[src/hdl/lsu_pkg.sv]
package lsu_pkg;

    // bus widths
    localparam int unsigned ADDR_W = 32;
    localparam int unsigned DATA_W = 32;
    localparam int unsigned STRB_W = DATA_W / 8;

    // CLINT window, mtime low word at base, high word at base + 4
    localparam logic [ADDR_W-1:0] CLINT_BASE = 32'ha000_0048;
    localparam logic [ADDR_W-1:0] CLINT_END  = 32'ha000_004f;

    // AXI response codes
    localparam logic [1:0] RESP_OKAY   = 2'b00;
    localparam logic [1:0] RESP_SLVERR = 2'b10;

    typedef enum logic [1:0] {
        SIZE_BYTE = 2'b00,
        SIZE_HALF = 2'b01,
        SIZE_WORD = 2'b10
    } lsu_size_e;

    // request from the core
    typedef struct packed {
        logic              write;
        logic              sign;
        lsu_size_e         size;
        logic [ADDR_W-1:0] addr;
        logic [DATA_W-1:0] wdata;
    } lsu_req_t;

    // response to the core
    typedef struct packed {
        logic [DATA_W-1:0] rdata;
        logic              error;
    } lsu_resp_t;

    // controller to target, addr is word aligned and data already in lanes
    typedef struct packed {
        logic              write;
        logic [ADDR_W-1:0] addr;
        logic [DATA_W-1:0] wdata;
        logic [STRB_W-1:0] strb;
    } bus_cmd_t;

    // target completion, done pulses once per command
    typedef struct packed {
        logic              done;
        logic [DATA_W-1:0] rdata;
        logic              error;
    } bus_rsp_t;

    // master driven AXI4-Lite signals
    typedef struct packed {
        logic              aw_valid;
        logic [ADDR_W-1:0] aw_addr;
        logic              w_valid;
        logic [DATA_W-1:0] w_data;
        logic [STRB_W-1:0] w_strb;
        logic              b_ready;
        logic              ar_valid;
        logic [ADDR_W-1:0] ar_addr;
        logic              r_ready;
    } axi_lite_req_t;

    // slave driven AXI4-Lite signals
    typedef struct packed {
        logic              aw_ready;
        logic              w_ready;
        logic              b_valid;
        logic [1:0]        b_resp;
        logic              ar_ready;
        logic              r_valid;
        logic [DATA_W-1:0] r_data;
        logic [1:0]        r_resp;
    } axi_lite_rsp_t;

endpackage

[src/hdl/axi_lite_port.sv]
`timescale 1ns/1ns

module axi_lite_port (
    input  logic                   clk,
    input  logic                   rst_n,
    input  logic                   cmd_valid,
    input  lsu_pkg::bus_cmd_t      cmd,
    output lsu_pkg::bus_rsp_t      rsp,
    output lsu_pkg::axi_lite_req_t axi_req,
    input  lsu_pkg::axi_lite_rsp_t axi_rsp
);

    typedef enum logic [1:0] {
        ST_IDLE,
        ST_WRITE,
        ST_WRESP,
        ST_READ
    } state_e;

    state_e                     state;
    logic                       aw_valid;
    logic                       w_valid;
    logic                       b_ready;
    logic                       ar_valid;
    logic                       r_ready;
    logic                       done;
    logic                       aw_fire;
    logic                       w_fire;
    logic                       aw_clear;
    logic                       w_clear;
    logic [lsu_pkg::ADDR_W-1:0] addr_q;
    logic [lsu_pkg::DATA_W-1:0] wdata_q;
    logic [lsu_pkg::STRB_W-1:0] strb_q;
    logic [lsu_pkg::DATA_W-1:0] rdata_q;
    logic                       error_q;

    assign aw_fire = aw_valid & axi_rsp.aw_ready;
    assign w_fire  = w_valid & axi_rsp.w_ready;

    // address and data handshakes finish independently
    assign aw_clear = !aw_valid || aw_fire;
    assign w_clear  = !w_valid || w_fire;

    always_comb begin
        axi_req.aw_valid = aw_valid;
        axi_req.aw_addr  = addr_q;
        axi_req.w_valid  = w_valid;
        axi_req.w_data   = wdata_q;
        axi_req.w_strb   = strb_q;
        axi_req.b_ready  = b_ready;
        axi_req.ar_valid = ar_valid;
        axi_req.ar_addr  = addr_q;
        axi_req.r_ready  = r_ready;
    end

    assign rsp.done  = done;
    assign rsp.rdata = rdata_q;
    assign rsp.error = error_q;

    always_ff @(posedge clk or negedge rst_n) begin
        if (!rst_n) begin
            state    <= ST_IDLE;
            aw_valid <= 1'b0;
            w_valid  <= 1'b0;
            b_ready  <= 1'b0;
            ar_valid <= 1'b0;
            r_ready  <= 1'b0;
            done     <= 1'b0;
        end else begin
            done <= 1'b0;
            case (state)
                ST_IDLE: begin
                    if (cmd_valid && cmd.write) begin
                        aw_valid <= 1'b1;
                        w_valid  <= 1'b1;
                        state    <= ST_WRITE;
                    end else if (cmd_valid) begin
                        ar_valid <= 1'b1;
                        r_ready  <= 1'b1;
                        state    <= ST_READ;
                    end
                end
                ST_WRITE: begin
                    if (aw_fire) begin
                        aw_valid <= 1'b0;
                    end
                    if (w_fire) begin
                        w_valid <= 1'b0;
                    end
                    if (aw_clear && w_clear) begin
                        b_ready <= 1'b1;
                        state   <= ST_WRESP;
                    end
                end
                ST_WRESP: begin
                    if (axi_rsp.b_valid) begin
                        b_ready <= 1'b0;
                        done    <= 1'b1;
                        state   <= ST_IDLE;
                    end
                end
                ST_READ: begin
                    if (ar_valid && axi_rsp.ar_ready) begin
                        ar_valid <= 1'b0;
                    end
                    // r_ready is high for the whole read
                    if (axi_rsp.r_valid) begin
                        ar_valid <= 1'b0;
                        r_ready  <= 1'b0;
                        done     <= 1'b1;
                        state    <= ST_IDLE;
                    end
                end
                default: begin
                    state <= ST_IDLE;
                end
            endcase
        end
    end

    // command payload and captured response
    always_ff @(posedge clk) begin
        if (state == ST_IDLE && cmd_valid) begin
            addr_q  <= cmd.addr;
            wdata_q <= cmd.wdata;
            strb_q  <= cmd.strb;
        end
        if (state == ST_WRESP && axi_rsp.b_valid) begin
            rdata_q <= '0;
            error_q <= (axi_rsp.b_resp != lsu_pkg::RESP_OKAY);
        end else if (state == ST_READ && axi_rsp.r_valid) begin
            rdata_q <= axi_rsp.r_data;
            error_q <= (axi_rsp.r_resp != lsu_pkg::RESP_OKAY);
        end
    end

endmodule

[src/hdl/clint_timer.sv]
`timescale 1ns/1ns

module clint_timer (
    input  logic              clk,
    input  logic              rst_n,
    input  logic              cmd_valid,
    input  lsu_pkg::bus_cmd_t cmd,
    output lsu_pkg::bus_rsp_t rsp
);

    logic [63:0]                mtime;
    logic                       done;
    logic [lsu_pkg::DATA_W-1:0] rdata_q;
    logic [lsu_pkg::DATA_W-1:0] word_sel;

    // free running, counts from zero after reset
    always_ff @(posedge clk or negedge rst_n) begin
        if (!rst_n) begin
            mtime <= '0;
        end else begin
            mtime <= mtime + 64'd1;
        end
    end

    // addr bit 2 picks the high word
    assign word_sel = cmd.addr[2] ? mtime[63:32] : mtime[31:0];

    always_ff @(posedge clk or negedge rst_n) begin
        if (!rst_n) begin
            done <= 1'b0;
        end else begin
            done <= cmd_valid;
        end
    end

    always_ff @(posedge clk) begin
        if (cmd_valid) begin
            // writes are acked and dropped
            rdata_q <= cmd.write ? '0 : word_sel;
        end
    end

    assign rsp.done  = done;
    assign rsp.rdata = rdata_q;
    assign rsp.error = 1'b0;

endmodule

[src/hdl/lsu_align.sv]
`timescale 1ns/1ns

module lsu_align (
    input  lsu_pkg::lsu_size_e          size,
    input  logic                        sign,
    input  logic [1:0]                  addr_lo,
    input  logic [lsu_pkg::DATA_W-1:0]  wdata,
    output logic [lsu_pkg::DATA_W-1:0]  wdata_lane,
    output logic [lsu_pkg::STRB_W-1:0]  wstrb,
    input  logic [lsu_pkg::DATA_W-1:0]  rdata_raw,
    output logic [lsu_pkg::DATA_W-1:0]  rdata
);

    // byte offset in bits
    logic [4:0]                 shamt;
    logic [lsu_pkg::DATA_W-1:0] rdata_shift;

    assign shamt = {addr_lo, 3'b000};

    // store side: move data up to its lanes
    assign wdata_lane = wdata << shamt;

    always_comb begin
        case (size)
            lsu_pkg::SIZE_BYTE: begin
                wstrb = 4'b0001 << addr_lo;
            end
            lsu_pkg::SIZE_HALF: begin
                wstrb = 4'b0011 << addr_lo;
            end
            default: begin
                wstrb = 4'b1111;
            end
        endcase
    end

    // load side: bring the addressed lanes down to bit 0
    assign rdata_shift = rdata_raw >> shamt;

    always_comb begin
        case (size)
            lsu_pkg::SIZE_BYTE: begin
                rdata = {{24{sign & rdata_shift[7]}}, rdata_shift[7:0]};
            end
            lsu_pkg::SIZE_HALF: begin
                rdata = {{16{sign & rdata_shift[15]}}, rdata_shift[15:0]};
            end
            default: begin
                // full word, nothing to extend
                rdata = rdata_shift;
            end
        endcase
    end

endmodule

[src/hdl/lsu_ctrl.sv]
`timescale 1ns/1ns

module lsu_ctrl (
    input  logic               clk,
    input  logic               rst_n,
    input  logic               req_valid,
    input  lsu_pkg::lsu_req_t  req,
    output logic               req_ready,
    output logic               resp_valid,
    output lsu_pkg::lsu_resp_t resp,
    output logic               axi_cmd_valid,
    output logic               clint_cmd_valid,
    output lsu_pkg::bus_cmd_t  cmd,
    input  lsu_pkg::bus_rsp_t  axi_rsp_in,
    input  lsu_pkg::bus_rsp_t  clint_rsp_in
);

    typedef enum logic [1:0] {
        ST_IDLE,
        ST_CMD,
        ST_WAIT
    } state_e;

    state_e                     state;
    lsu_pkg::lsu_req_t          req_q;
    logic                       is_clint;
    logic                       clint_store;
    lsu_pkg::bus_rsp_t          tgt_rsp;
    logic [lsu_pkg::DATA_W-1:0] wdata_lane;
    logic [lsu_pkg::STRB_W-1:0] wstrb;
    logic [lsu_pkg::DATA_W-1:0] load_data;

    // address decode on the registered request
    assign is_clint = (req_q.addr >= lsu_pkg::CLINT_BASE) &&
                      (req_q.addr <= lsu_pkg::CLINT_END);

    // timer is read only, stores never reach it
    assign clint_store = is_clint & req_q.write;

    // one request in flight at most
    assign req_ready = (state == ST_IDLE);

    assign axi_cmd_valid   = (state == ST_CMD) && !is_clint;
    assign clint_cmd_valid = (state == ST_CMD) && is_clint && !req_q.write;

    // completion from whichever target got the command
    assign tgt_rsp = is_clint ? clint_rsp_in : axi_rsp_in;

    lsu_align i_align (
        .size       (req_q.size),
        .sign       (req_q.sign),
        .addr_lo    (req_q.addr[1:0]),
        .wdata      (req_q.wdata),
        .wdata_lane (wdata_lane),
        .wstrb      (wstrb),
        .rdata_raw  (tgt_rsp.rdata),
        .rdata      (load_data)
    );

    always_comb begin
        cmd.write = req_q.write;
        cmd.addr  = {req_q.addr[lsu_pkg::ADDR_W-1:2], 2'b00};
        cmd.wdata = wdata_lane;
        cmd.strb  = wstrb;
    end

    always_ff @(posedge clk or negedge rst_n) begin
        if (!rst_n) begin
            state      <= ST_IDLE;
            resp_valid <= 1'b0;
        end else begin
            resp_valid <= 1'b0;
            case (state)
                ST_IDLE: begin
                    if (req_valid) begin
                        state <= ST_CMD;
                    end
                end
                ST_CMD: begin
                    if (clint_store) begin
                        // answered right away with an error
                        resp_valid <= 1'b1;
                        state      <= ST_IDLE;
                    end else begin
                        state <= ST_WAIT;
                    end
                end
                ST_WAIT: begin
                    if (tgt_rsp.done) begin
                        resp_valid <= 1'b1;
                        state      <= ST_IDLE;
                    end
                end
                default: begin
                    state <= ST_IDLE;
                end
            endcase
        end
    end

    // request and response payload
    always_ff @(posedge clk) begin
        if (req_valid && req_ready) begin
            req_q <= req;
        end
        if (state == ST_CMD && clint_store) begin
            resp.rdata <= '0;
            resp.error <= 1'b1;
        end else if (state == ST_WAIT && tgt_rsp.done) begin
            resp.rdata <= req_q.write ? '0 : load_data;
            resp.error <= tgt_rsp.error;
        end
    end

endmodule

[src/hdl/lsu_top.sv]
`timescale 1ns/1ns

module lsu_top (
    input  logic                   clk,
    input  logic                   rst_n,
    input  logic                   req_valid,
    input  lsu_pkg::lsu_req_t      req,
    output logic                   req_ready,
    output logic                   resp_valid,
    output lsu_pkg::lsu_resp_t     resp,
    output lsu_pkg::axi_lite_req_t axi_req,
    input  lsu_pkg::axi_lite_rsp_t axi_rsp
);

    logic              axi_cmd_valid;
    logic              clint_cmd_valid;
    lsu_pkg::bus_cmd_t cmd;
    lsu_pkg::bus_rsp_t axi_bus_rsp;
    lsu_pkg::bus_rsp_t clint_bus_rsp;

    lsu_ctrl i_ctrl (
        .clk             (clk),
        .rst_n           (rst_n),
        .req_valid       (req_valid),
        .req             (req),
        .req_ready       (req_ready),
        .resp_valid      (resp_valid),
        .resp            (resp),
        .axi_cmd_valid   (axi_cmd_valid),
        .clint_cmd_valid (clint_cmd_valid),
        .cmd             (cmd),
        .axi_rsp_in      (axi_bus_rsp),
        .clint_rsp_in    (clint_bus_rsp)
    );

    // system memory path
    axi_lite_port i_axi_port (
        .clk       (clk),
        .rst_n     (rst_n),
        .cmd_valid (axi_cmd_valid),
        .cmd       (cmd),
        .rsp       (axi_bus_rsp),
        .axi_req   (axi_req),
        .axi_rsp   (axi_rsp)
    );

    // local timer
    clint_timer i_clint (
        .clk       (clk),
        .rst_n     (rst_n),
        .cmd_valid (clint_cmd_valid),
        .cmd       (cmd),
        .rsp       (clint_bus_rsp)
    );

endmodule

[config.mk]
export PLATFORM = sky130hd
export DESIGN_NAME = lsu_top
export DESIGN_NICKNAME = d
export VERILOG_FILES = /design/src/hdl/lsu_pkg.sv /design/src/hdl/axi_lite_port.sv /design/src/hdl/clint_timer.sv /design/src/hdl/lsu_align.sv /design/src/hdl/lsu_ctrl.sv /design/src/hdl/lsu_top.sv
export SDC_FILE = /design/constraint.sdc
export NUM_CORES = 1
export LEC_CHECK = 0
export BUFFER_PORTS_ARGS = -buffer_cell sky130_fd_sc_hd__buf_2
export CAP_MARGIN = 10
export CORE_UTILIZATION = 25
export CTS_BUF_LIST = sky130_fd_sc_hd__clkbuf_4 sky130_fd_sc_hd__clkbuf_8
export DETAILED_ROUTE_END_ITERATION = 8
export GPL_TIMING_DRIVEN = 1
export PLACE_DENSITY = 0.42
export REMOVE_ABC_BUFFERS = 1
export SYNTH_ARGS = -nofsm -noshare
export SYNTH_HDL_FRONTEND = slang
export SYNTH_SLANG_ARGS = --single-unit
[constraint.sdc]
create_clock -name clk -period 14.3 [get_ports clk]
set_input_delay 2.145 -clock clk [delete_from_list [all_inputs] [get_ports clk]]
set_output_delay 2.145 -clock clk [all_outputs]
set_load 0.02 [all_outputs]
# [After elaboration in Yosys (flattened, before gate mapping)]
# Cells that the tools add are included.
# Widths: inputs -> output; s select.
[totals] reg_bits=308 elab_cells=127
[op_classes] n_mux=38 eq_ne=18 n_reduce_logical=35 shift=4 add_sub_neg=1 bitwise_logic=5 n_lt_le_gt_ge=2
[ops] operator="$add 64x1->64 const B" count=1
[ops] operator="$mux 32" count=2
[ops] operator="$pmux 32 s2" count=1
[ops] operator="$mux 34" count=1
[ops] operator="$ge 32x32->1 const B" count=1
[ops] operator="$le 32x32->1 const B" count=1
[ops] operator="$shl 32x5->32" count=1
[ops] operator="$shr 32x5->32" count=1
[ops] operator="$mux 1" count=16
[ops] operator="$mux 2" count=8
[ops] operator="$pmux 1 s2" count=7
[ops] operator="$logic_and 1x1->1" count=13
[ops] operator="$ne 2x1->1 const B" count=6
[ops] operator="$reduce_and 4->1" count=3
[ops] operator="$reduce_bool 2->1" count=6
[ops] operator="$reduce_and 3->1" count=3
[ops] operator="$ne 2x2->1 const B" count=4
[ops] operator="$pmux 2 s4" count=1
[ops] operator="$pmux 4 s2" count=1
[ops] operator="$eq 2x1->1 const B" count=3
[ops] operator="$eq 2x2->1 const B" count=3
[ops] operator="$logic_not 2->1" count=3
[ops] operator="$pmux 2 s3" count=1
[ops] operator="$and 1x1->1" count=5
[ops] operator="7 further kinds" count=11

# [Longest topological paths before layout]
# Gate-level depths: netlist (run 1).
[logic_depth] ltp_word=7 mapped_depth=10 mapped_depth_nobuf=7

# [Hierarchy]
# From an unflattened synthesis (run 1), not the netlist that was laid out.
[hier_totals] hier_cells=1213 area_unflattened_um2=14480.1
[modules_own_cells] mod="lsu_ctrl" seq_area_each_um2=2777.7 cells_each=331 area_each_um2=4521.8 instances=1
[modules_own_cells] mod="clint_timer" seq_area_each_um2=2587.5 cells_each=382 area_each_um2=4450.5 instances=1
[modules_own_cells] mod="axi_lite_port" seq_area_each_um2=2912.8 cells_each=291 area_each_um2=4056.4 instances=1
[modules_own_cells] mod="lsu_align" seq_area_each_um2=0.0 cells_each=209 area_each_um2=1451.4 instances=1

# [Worst setup path before layout (run 1)]
# Ideal clock, no wire load.
[synth_timing] path_kind="register to register" start="register i_ctrl.req_q (netlist bit i_ctrl.cmd[65])" end="register i_axi_port.addr_q[10] in the netlist's numbering, enable pin" path_stages_with_launch=6 t_required_ps=13802 n_path_buf=0 path_slack_ps=9803 arrival_ps=3999 cell_sequence="edfxtp_1 > nor4bb_1 > and4_1 > nand2_2 > and3_1 > nor2b_1"
[synth_via] elab_chain_cells=5 word_cells_on_any_way=6 classes_between="2 x order compare; 4 x reduce/logical"
[synth_rtl] element="start, declared" line="lsu_ctrl.sv:25" text="lsu_pkg::lsu_req_t req_q;"
[synth_rtl] element="start signal, assigned" line="lsu_ctrl.sv:104" text="req_q <= req;"
[synth_rtl] element="$ge 32x32->1 / $le 32x32->1 (equally long branches)" line="lsu_ctrl.sv:34, lsu_ctrl.sv:35"
[synth_rtl] element="$logic_and 1x1->1 (*)" line="lsu_ctrl.sv:34" text="assign is_clint = (req_q.addr >= lsu_pkg::CLINT_BASE) &&"
[synth_rtl] element="$logic_not 1->1 (*)" line="lsu_ctrl.sv:43" text="assign axi_cmd_valid = (state == ST_CMD) && !is_clint;"
[synth_rtl] element="$logic_and 1x1->1 (*)" line="lsu_ctrl.sv:43"
[synth_rtl] element="$logic_and 1x1->1 (*)" line="axi_lite_port.sv:123" text="if (state == ST_IDLE && cmd_valid) begin"
[synth_rtl] element="end signal, assigned" line="axi_lite_port.sv:124" text="addr_q <= cmd.addr;"
[synth_rtl] element="end, declared" line="axi_lite_port.sv:31" text="logic [lsu_pkg::ADDR_W-1:0] addr_q;"
# Every way passes the cells marked *; elsewhere a longest branch is shown, timed or not.
# A chain may end at the register's enable or synchronous reset.

# [Worst setup path after layout (run 1)]
[layout_timing] start="register i_ctrl.state[0]" end="output port req_ready"
[layout_via] elab_chain_cells=1
[layout_rtl] element="start, declared" line="lsu_ctrl.sv:24" text="state_e state;"
[layout_rtl] element="start signal, assigned" line="lsu_ctrl.sv:69" text="state <= ST_IDLE;"
[layout_rtl] element="start signal, assigned" line="lsu_ctrl.sv:76" text="state <= ST_CMD;"
[layout_rtl] element="start signal, assigned" line="lsu_ctrl.sv:83" text="state <= ST_IDLE;"
[layout_rtl] element="$logic_not 2->1" line="lsu_ctrl.sv:41" text="assign req_ready = (state == ST_IDLE);"
[layout_rtl] element="end, declared" line="lsu_top.sv:8" text="output logic req_ready,"
# Every way passes these cells.

==> results of run 1 <==
-- power groups by stage --
stage	registers [mW]	logic (mW)	clock network (mW)
global placement	1.28	0.691	0
global route	1.29	0.748	0.956
floorplan	1.39	0.297	0
finish	1.26	0.680	0.892
CTS	1.27	0.695	0.924
detailed placement	1.29	0.694	0
-- final cells by class --
class | instances | area, um^2
Inverter | 25 | 93.84
Multi-Input combinational cell | 627 | 4385
Sequential cell | 308 | 8218
Fill cell | 5283 | 35630
Clock inverter | 23 | 198.9
Tap cell | 680 | 850.8
Timing Repair Buffer | 261 | 1344
Clock buffer | 83 | 998.5
Antenna cell | 1 | 2.502
-- cells by family after synthesis --
group | Yosys count | synth area share, %
other | 1 | 0.02848
AOI/OAI and AO/OA | 114 | 5.654
and+or+nand+nor | 337 | 13.10
adders and majority gates | 4 | 0.3801
muxes | 106 | 9.731
xor gates and xnor gates | 62 | 4.124
DFF | 308 | 62.42
buffers and inverters | 113 | 4.571
-- routing by layer --
metal | global-route usage (%) | vias to the layer above | share of wire [%]
met2 | 24.26 | 230 | 48
li1 | - | 4241 | -
met4 | 4.574 | 6 | 2.0
met5 | 0 | - | 0.088
met3 | 3.310 | 66 | 5.1
met1 | 18.33 | 4299 | 44
-- metrics by stage --
step / hold slack (ns) / cells / util (%) / cell area (um^2)
finish: 0.4377 / 2008 / 31.11 / 16090
global route: 0.4600 / 2008 / 31.11 / 16090
CTS: 0.4439 / 2007 / 31.11 / 16090
detailed placement: 0.4308 / 1901 / 28.79 / 14890
global placement: 0.4299 / 1901 / 28.79 / 14890
floorplan: 0.4168 / 960 / - / 12670
-- cells in the mapped netlist, types with 17 or more instances --
master,n,area [um^2]
edfxtp_1,167,5015
nand2_1,109,409.1
mux2i_1,83,830.8
dfrtp_1,76,1902
nor2_1,71,266.5
dfxtp_1,65,1301
a21oi_1,52,260.3
xnor2_1,47,411.6
buf_4,41,307.8
nand3_1,35,175.2
clkbuf_1,33,123.9
nand4_1,31,193.9
inv_1,25,93.84
mux4_2,17,382.9
-- state kept, by name (all words and copies together), names as in the netlist, 2 cells and up --
name / cells
i_axi_port.state: 2
i_ctrl.cmd: 31
i_axi_port.wdata_q: 32
i_ctrl.req_q: 37
i_clint.rdata_q: 32
i_axi_port.addr_q: 30
i_ctrl.state: 2
i_axi_port.strb_q: 4
i_clint.mtime: 64
i_axi_port.rdata_q: 32
i_ctrl.resp: 33
-- worst paths after layout --
kind | startpoint | end | cells after the start
setup / recovery | i_ctrl.state[0] | req_ready | 3
hold / removal | i_ctrl.cmd[65] | i_axi_port.addr_q[29] | 0
setup reg to reg | i_ctrl.cmd[66] | i_ctrl.resp[20] | 7
hold reg to reg | i_ctrl.cmd[65] | i_axi_port.addr_q[29] | 0
max in group asynchronous | rst_n | i_axi_port.r_ready | 2
min in group asynchronous | rst_n | i_clint.mtime[56] | 1
==> impl_metrics.toml, run 1 <==
[sta]
finClkSkew_ns = 0.04940
worst_pin_slew_ns = 1.116
finalHoldViolCount = 0
finalCriticalPeriod_ns = 3.686
period_share_pct = 25.78
setup_viol = 0
fmax_mhz = 271.3
finalWorstSetupSlack_ns = 10.61
slew_headroom_pct = 25.57
drv_slew = 0
rsz0062_at_grt = "false"
setup_tns_ns = 0

[clocking]
clockBufferDepth = 3
cts.sinks = 308
cts_resized = 0
cts_max_level = 2
clk_pin_slew_ns = 0.06
clk-insertion-delay-late_ns = 0.65
clockRootBuffer = "clkbuf_8"
post_cts_buffers = 0
cts_buffers = 56
cts_tree = "built"
hold_buffers = 0

[routing]
via_count = 8842
drt_iter0_markers = 339
dr.pass1.iters = 5
totalWireLength_um = 38700
drc = 0
antenna_left = 0
via_per_inst = 4.403
wl_per_cell_um = 19.27

[setup_path]
crit_slowest_cell = "dfrtp_1"
crit_type = "flop to output port"
critPathMaxStageDelay_ns = 0.40
path_cells = "inv_1 > ha_1 > buf_2"
endpoint_kind = "output port"
crit_buf_inv = 2
critPathTopFamily = "flip-flops"
worst-endpoint-required_ns = 12.15
cp.arrival_ns = 1.54
ff2ff_setup_slack_ns = 10.70
start_kind = "flop"
cp_max_fo = 3

[global_route]
grt_overflow = 0
grt_pass1_wl_um = 58030
grt_max_degree = 69
grt_usage_pct = 14.47
grt_pass1_vias = 9174
antenna_found_initial = 4

[cells_and_area]
mostFrequentLayoutCells = "buf_2, edfxtp_1, nand2_1, mux2i_1, dfrtp_1"
nets = 1395
final_layout_size_suffix_gt1_share_pct = 29.84
area_growth_pct = 22.22
mostFrequentLayoutCell = "buf_2"

[floorplanning]
ios = 252
start_util_pct = 25.46
rows = 83
chipHeight_um = 231.5
die_area_um2 = 53590
core_um2 = 51720
die_w_um = 231.5

[logic_synthesis]
async_flop_share_pct = 24.68
ys.flop_type = "edfxtp_1"
ys_types = 58
syn_avg_cell_area_um2 = 12.60
seq_area_frac_synth_pct = 62.42
syn-cell-area_um2 = 13170
ys_seq_elements = 308
synth_edf_count = 167
synth_cells = 1045
yosysWarnings = 0

[power]
p_per_area_nw_per_um2 = 176.1
p_int_mw = 1.898
leakage_nw = 6.462
power.total_mw = 2.834
p_seq_share_pct = 44.5
peakVddDrop_uv = 83.45
power_frac_clock_pct = 31.5
swShare_pct = 33.01
p_comb_share_pct = 24.0
power.switching_uw = 935.4

[placement]
io_buffers = 247
gp_congestion = 0.7549
post-place-ws_ns = 10.64
hpwlAfterDp_um = 27520

[flow_run]
drv_cap = 0

[worst_hold_path]
hold_path_class = "flop to flop"

[outcome]
outcome = "finished clean"
Note: power is estimated with default switching activity, not from simulation.
==> inputs of run 2 (changes only) <==
--- a/config.mk
+++ b/config.mk
@@ -5,13 +5,14 @@
 export SDC_FILE = /design/constraint.sdc
 export NUM_CORES = 1
 export LEC_CHECK = 0
+export ABC_AREA = 1
 export BUFFER_PORTS_ARGS = -buffer_cell sky130_fd_sc_hd__buf_2
 export CAP_MARGIN = 10
 export CORE_UTILIZATION = 25
 export CTS_BUF_LIST = sky130_fd_sc_hd__clkbuf_4 sky130_fd_sc_hd__clkbuf_8
 export DETAILED_ROUTE_END_ITERATION = 8
 export GPL_TIMING_DRIVEN = 1
-export PLACE_DENSITY = 0.42
+export PLACE_DENSITY = 0.44
 export REMOVE_ABC_BUFFERS = 1
 export SYNTH_ARGS = -nofsm -noshare
 export SYNTH_HDL_FRONTEND = slang
==> constraint.sdc (replaced) <==
create_clock -name clk -period 3.3 [get_ports clk]
set_input_delay 0.495 -clock clk [delete_from_list [all_inputs] [get_ports clk]]
set_output_delay 0.495 -clock clk [all_outputs]
set_load 0.02 [all_outputs]
==> impl_metrics.toml, run 2 <==
[outcome]
outcome = "finished clean"

[sta]
finalCriticalPeriod_ns = 2.663
finalHoldViolCount = 0
finalWorstSetupSlack_ns = 0.6373
worst_pin_slew_ns = 0.9026
period_share_pct = 80.69
setup_viol = 0
setup_tns_ns = 0
drv_slew = 0
rsz0062_at_grt = "false"
slew_headroom_pct = 39.83
fmax_mhz = 375.6
finClkSkew_ns = 0.03759

[placement]
place_inst = 2295
postPlaceCellArea_um2 = 15510
hpwlAfterDp_um = 32560
gp_congestion = 0.8425
post-place-ws_ns = 0.6531
io_buffers = 247

[clocking]
cts.sinks = 308
cts_max_level = 2
clk_pin_slew_ns = 0.06
clockBufferDepth = 3
clk-insertion-delay-late_ns = 0.66
cts_resized = 0
clockRootBuffer = "clkbuf_8"
cts_tree = "built"
cts_buffers = 56

[logic_synthesis]
synth_top_cell_area_share_pct = 36.51
yosysWarnings = 0
synth-adder-area-share_pct = 0.3643
ys_seq_elements = 308
synthMuxAreaShare_pct = 0
yosys.area_share.simple_pct = 19.84
synth.area.top_cells = "edfxtp_1, dfrtp_1, dfxtp_1, nand2_1, o21ai_0"
synth-xor-area-share_pct = 3.953
syn-cell-area_um2 = 13740
yosysTopAreaCell = "edfxtp_1"
syn_avg_cell_area_um2 = 9.674
async_flop_share_pct = 24.68
synth_top_family_by_area = "simple AND/OR/NAND/NOR gates"
yosysMostFrequentCell = "nand2_1"
synth_edf_count = 167
synth_cells = 1420
synth.top_cells.by_count = "nand2_1, edfxtp_1, inv_1, nor2_1, o21ai_0"
ys.flop_type = "edfxtp_1"
seq_area_frac_synth_pct = 59.82
synth_compound_area_share_pct = 8.279
ys_types = 46

[power]
p_per_area_nw_per_um2 = 722.0
peakVddDrop_uv = 277.7
leakage_nw = 7.442

[cells_and_area]
n_antenna_cell = 0
final_cell_area_um2 = 17370
nets = 1835
mostFrequentLayoutCell = "nand2_1"
fin_cells = 2462
area_growth_pct = 26.46
largest_register_ffs = 64
regMostFlops = "i_clint.mtime"
final_util_pct = 32.15
final_layout_size_suffix_gt1_share_pct = 23.10
mostFrequentLayoutCells = "nand2_1, buf_2, edfxtp_1, inv_1"
top_regs = "i_clint.mtime: 64 flops, i_ctrl.req_q: 37 flops, i_ctrl.resp: 33 flops"

[setup_path]
path_cells = "inv_1 > nand2_1 > nor2_1 > nand2_1 > nor2_4 > nand2_4 > buf_4 > inv_1 > nand3_2 > buf_4 > nand3_1 > o21ai_0"
endpoint_kind = "flop"
crit_type = "flop to flop"
r2r_end = "i_ctrl.resp[4]"
setup.worst_path.end = "i_ctrl.resp[4]"
worst-endpoint-required_ns = 3.80
crit_slowest_cell = "inv_1"
start_kind = "flop"
critPathMaxStageDelay_ns = 0.40
cp_max_fo = 37
r2r-start = "i_ctrl.cmd[51]"
critPathLaunch = "i_ctrl.cmd[51]"
worstRegToRegCells = 12
cp.arrival_ns = 3.17
ff2ff_setup_slack_ns = 0.64

[floorplanning]
ios = 252
chipHeight_um = 236.4
rows = 85
start_util_pct = 25.43
die_area_um2 = 55890
die_w_um = 236.4
core_um2 = 54030

[routing]
totalWireLength_um = 43860
via_count = 10930
via_per_inst = 4.439
antenna_left = 0
drt_iter0_markers = 697
wl_per_cell_um = 17.81
dr.pass1.iters = 5
drc = 0

[global_route]
grt_max_degree = 68
grt_pass1_wl_um = 66290
grt_overflow = 0
grt_usage_pct = 15.56
grt_pass1_vias = 11020
antenna_found_initial = 3

[flow_run]
drv_cap = 0

[worst_hold_path]
hold_path_class = "primary input to flop"
==> run 2: cell count changes in the layout (fill, tap and decap cells not counted), sizes merged, moves of 33 or more <==
cell         delta
mux2i          -83
nor2           +44
dlygate4sd3    +62
o21ai          +92
xnor2          -33
inv           +116
nand2         +198
nand3          +64
xor2           +33
==> run 2: cell families after synthesis <==
family / count (synthesis)
AOI/OAI and AO/OA: 210
xor gates and xnor gates: 62
adders and majority gates: 4
buffers and inverters: 234
DFF: 308
other: 1
and+or+nand+nor: 601
==> run 2: routing by layer <==
metal,global-route usage [%],up-vias,share of wire (%)
met4,5.765,0,2.9
met5,0,-,0
met2,25.89,320,48
met3,2.657,71,4.8
met1,20.17,5215,45
li1,-,5322,-
==> run 2: worst max-delay path: cells and delay by family (launching register included) <==
kind | cells | cell delay, ns
buf+inv | 4 | 1.00
simple gates | 7 | 1.00
flops | 1 | 0.38
compound gates | 1 | 0.08
==> run 2: stage by stage <==
step / hold WS, ns / power, mW
3_5_place_dp: 0.4355 / 8.628
2_1_floorplan: 0.1994 / 7.291
3_3_place_gp: 0.4301 / 8.616
5_1_grt: 0.02033 / 13.27
6_report: 0.04935 / 12.54
4_1_cts: 0.003217 / 12.74
==> run 2: power by group <==
part	switching [mW]	leakage, nW	internal (mW)
logic	2.26	3.67	0.973
clock network	1.70	0.657	2.28
registers	0.366	3.12	4.97
==> run 2: what timing repair did <==
action / CTS / global route
endpoints found under the hold margin: 89 / 0
hold buffers: 62 / 0
buffers inserted: 0 / 0
==> run 2: how the worst min path moves through the flow <==
| stage | depth (start not counted) | start | to |
|---|---|---|---|
| 6_report | 1 | req[6] | i_ctrl.req_q[6] |
| 5_1_grt | 1 | req[6] | i_ctrl.req_q[6] |
| 4_1_cts | 1 | req[17] | i_ctrl.req_q[17] |
| 3_5_place_dp | 0 | i_ctrl.cmd[49] | i_axi_port.addr_q[13] |
| 3_3_place_gp | 0 | i_ctrl.cmd[40] | i_axi_port.addr_q[4] |
| 2_1_floorplan | 0 | rst_n | i_axi_port.ar_valid |
==> run 2: final cells by class <==
class | instances | area, um^2
Clock buffer | 78 | 992.2
Clock inverter | 27 | 247.7
Fill cell | 5718 | 36660
Inverter | 142 | 533.0
Multi-Input combinational cell | 881 | 4481
Sequential cell | 308 | 8218
Tap cell | 696 | 870.8
Timing Repair Buffer | 330 | 2029
==> inputs of run 3 (changes only) <==
==> constraint.sdc (replaced) <==
create_clock -name clk -period 2.3 [get_ports clk]
set_input_delay 0.345 -clock clk [delete_from_list [all_inputs] [get_ports clk]]
set_output_delay 0.345 -clock clk [all_outputs]
set_load 0.02 [all_outputs]
==> impl_metrics.toml, run 3 (synthesized netlist as in run 2, its figures left out) <==
[outcome]
outcome = "finished clean"

[setup_path]
crit_type = "flop to flop"
crit_slowest_cell = "edfxtp_1"
critPathLaunch = "i_ctrl.cmd[48]"
endpoint_kind = "flop"
cp_max_fo = 5
crit_top_cell = "nand2_1"
start_kind = "flop"
path_cells = "inv_1 > nand2_1 > nor2_1 > nand2_2 > nor2_4 > buf_6 > nand2_2 > nand2_1 > nand2_1 > nand2_1 > nand2_1 > inv_2 > nand3_2 > buf_4 > nand2_1 > nand2_1 > nand2_1"
worst-endpoint-required_ns = 2.90
r2r-start = "i_ctrl.cmd[48]"
cp.arrival_ns = 2.75
critPathMaxStageDelay_ns = 0.41

[placement]
hpwlAfterDp_um = 33180
gp_congestion = 0.8627
io_buffers = 247
place_inst = 2328

[clocking]
cts_buffers = 54
clockRootBuffer = "clkbuf_8"
clk_pin_slew_ns = 0.06
clockBufferDepth = 3
cts_max_level = 2
cts_tree = "built"
clk-insertion-delay-late_ns = 0.65
cts.sinks = 308

[floorplanning]
rows = 85
chipHeight_um = 236.4
die_area_um2 = 55890
core_um2 = 54030
start_util_pct = 25.43
ios = 252
die_w_um = 236.4

[sta]
drv_slew = 0
slew_headroom_pct = 49.12
finalCriticalPeriod_ns = 2.155
finalHoldViolCount = 0
setup_viol = 0
fmax_mhz = 464.0
finClkSkew_ns = 0.02965
period_share_pct = 93.70
rsz0062_at_grt = "true"
worst_pin_slew_ns = 0.7616

[worst_hold_path]
hold_path_class = "primary input to flop"
min_from = "axi_rsp[22]"

[power]
p_per_area_nw_per_um2 = 1004
peakVddDrop_uv = 388.0
power.total_mw = 18.34
leakage_nw = 7.867

[cells_and_area]
area.sequential_um2 = 8218
final_layout_size_suffix_gt1_share_pct = 25.73
multi_input_area_um2 = 4582
n_antenna_cell = 0
mostFrequentLayoutCells = "nand2_1, buf_2, edfxtp_1, inv_1"
top_regs = "i_clint.mtime: 64 flops, i_ctrl.req_q: 37 flops, i_ctrl.resp: 33 flops"
fin_cells = 2538
area_growth_pct = 33.05
mostFrequentLayoutCell = "nand2_1"
largest_register_ffs = 64
regMostFlops = "i_clint.mtime"
nFillCells = 5595
nets = 1912

[routing]
antenna_left = 0
totalWireLength_um = 45340
dr.pass1.iters = 7
via_per_inst = 4.458
drt_iter0_markers = 692
wl_per_cell_um = 17.87
drc = 0
via_count = 11310

[global_route]
grt_usage_pct = 15.82
grt_pass1_vias = 11510
grt_max_degree = 69
antenna_found_initial = 2
grt_overflow = 0
grt_pass1_wl_um = 68100

[flow_run]
drv_cap = 0
## run 3: changes by cell type in the layout (fill, tap and decap cells not counted), sizes merged
cell / change
buf: +42
bufinv: +1
clkbuf: +2
clkinv: -5
clkinvlp: +2
dlygate4sd3: +33
inv: -2
nand2: +1
nand3: +2
## run 3: per-layer routing
layer  part of all wire, %  track usage (%)  vias to the layer above
li1                      -                -                     5469
met1                    44            20.03                     5447
met2                    49            27.15                      340
met3                   5.4            2.926                       58
met4                   2.3            4.919                        0
met5                     0                0                        -
## run 3: path summary, 6_finish.rpt
| path | to | slack, ns | depth (start not counted) |
|---|---|---|---|
| min | i_axi_port.rdata_q[20] | 0.04 | 3 |
| min reg2reg | i_axi_port.addr_q[6] | 0.43 | 0 |
| max reg2reg | i_ctrl.resp[9] | 0.14 | 17 |
| min in group asynchronous | i_clint.mtime[22] | 0.15 | 2 |
| max | i_ctrl.resp[9] | 0.14 | 17 |
| max in group asynchronous | i_axi_port.ar_valid | 1.58 | 3 |
## run 3: critical path, delay by kind of cell, from the launching register on
| kind | cells | cell delay (ns) |
|---|---|---|
| AND/OR/NAND/NOR | 13 | 1.17 |
| buffers and inverters | 4 | 0.52 |
| flip-flops | 1 | 0.41 |
## run 3: power breakdown
group / switching, mW / internal, mW
Combinational: 3.37 / 1.59
Sequential: 0.511 / 7.12
Clock: 2.43 / 3.31
Total: 6.32 / 12.0
## run 3: through the flow
| step | instance area (um^2) | setup slack (ns) | util, % | hold WS [ns] | setup TNS (ns) |
|---|---|---|---|---|---|
| detailed placement | 15860 | -0.0005276 | 29.35 | 0.2669 | -0.0005276 |
| global route | 18280 | -0.03747 | 33.83 | 0.02182 | -0.07671 |
| CTS | 18050 | 0.05511 | 33.40 | 0.001260 | 0 |
| global placement | 15860 | 0.02280 | 29.35 | 0.2625 | 0 |
| floorplan | 13220 | -0.7163 | - | 0.04941 | -111.03 |
| finish | 18280 | 0.1448 | 33.83 | 0.03656 | 0 |
## run 3: cell type report
cell class / count / share of cell area [%]
Timing Repair Buffer: 406 / 15.51
Inverter: 142 / 2.916
Sequential cell: 308 / 44.96
Tap cell: 696 / 4.765
Clock inverter: 23 / 1.438
Multi-Input combinational cell: 884 / 25.07
Clock buffer: 79 / 5.333
## run 3: repair_timing
action	4_1_cts	5_1_grt
pin swaps	0	9
gates cloned	0	4
endpoints found under the hold margin	170	0
setup endpoints to repair	1	52
hold buffers	95	0
gates resized for setup	1	26
setup buffers	0	9
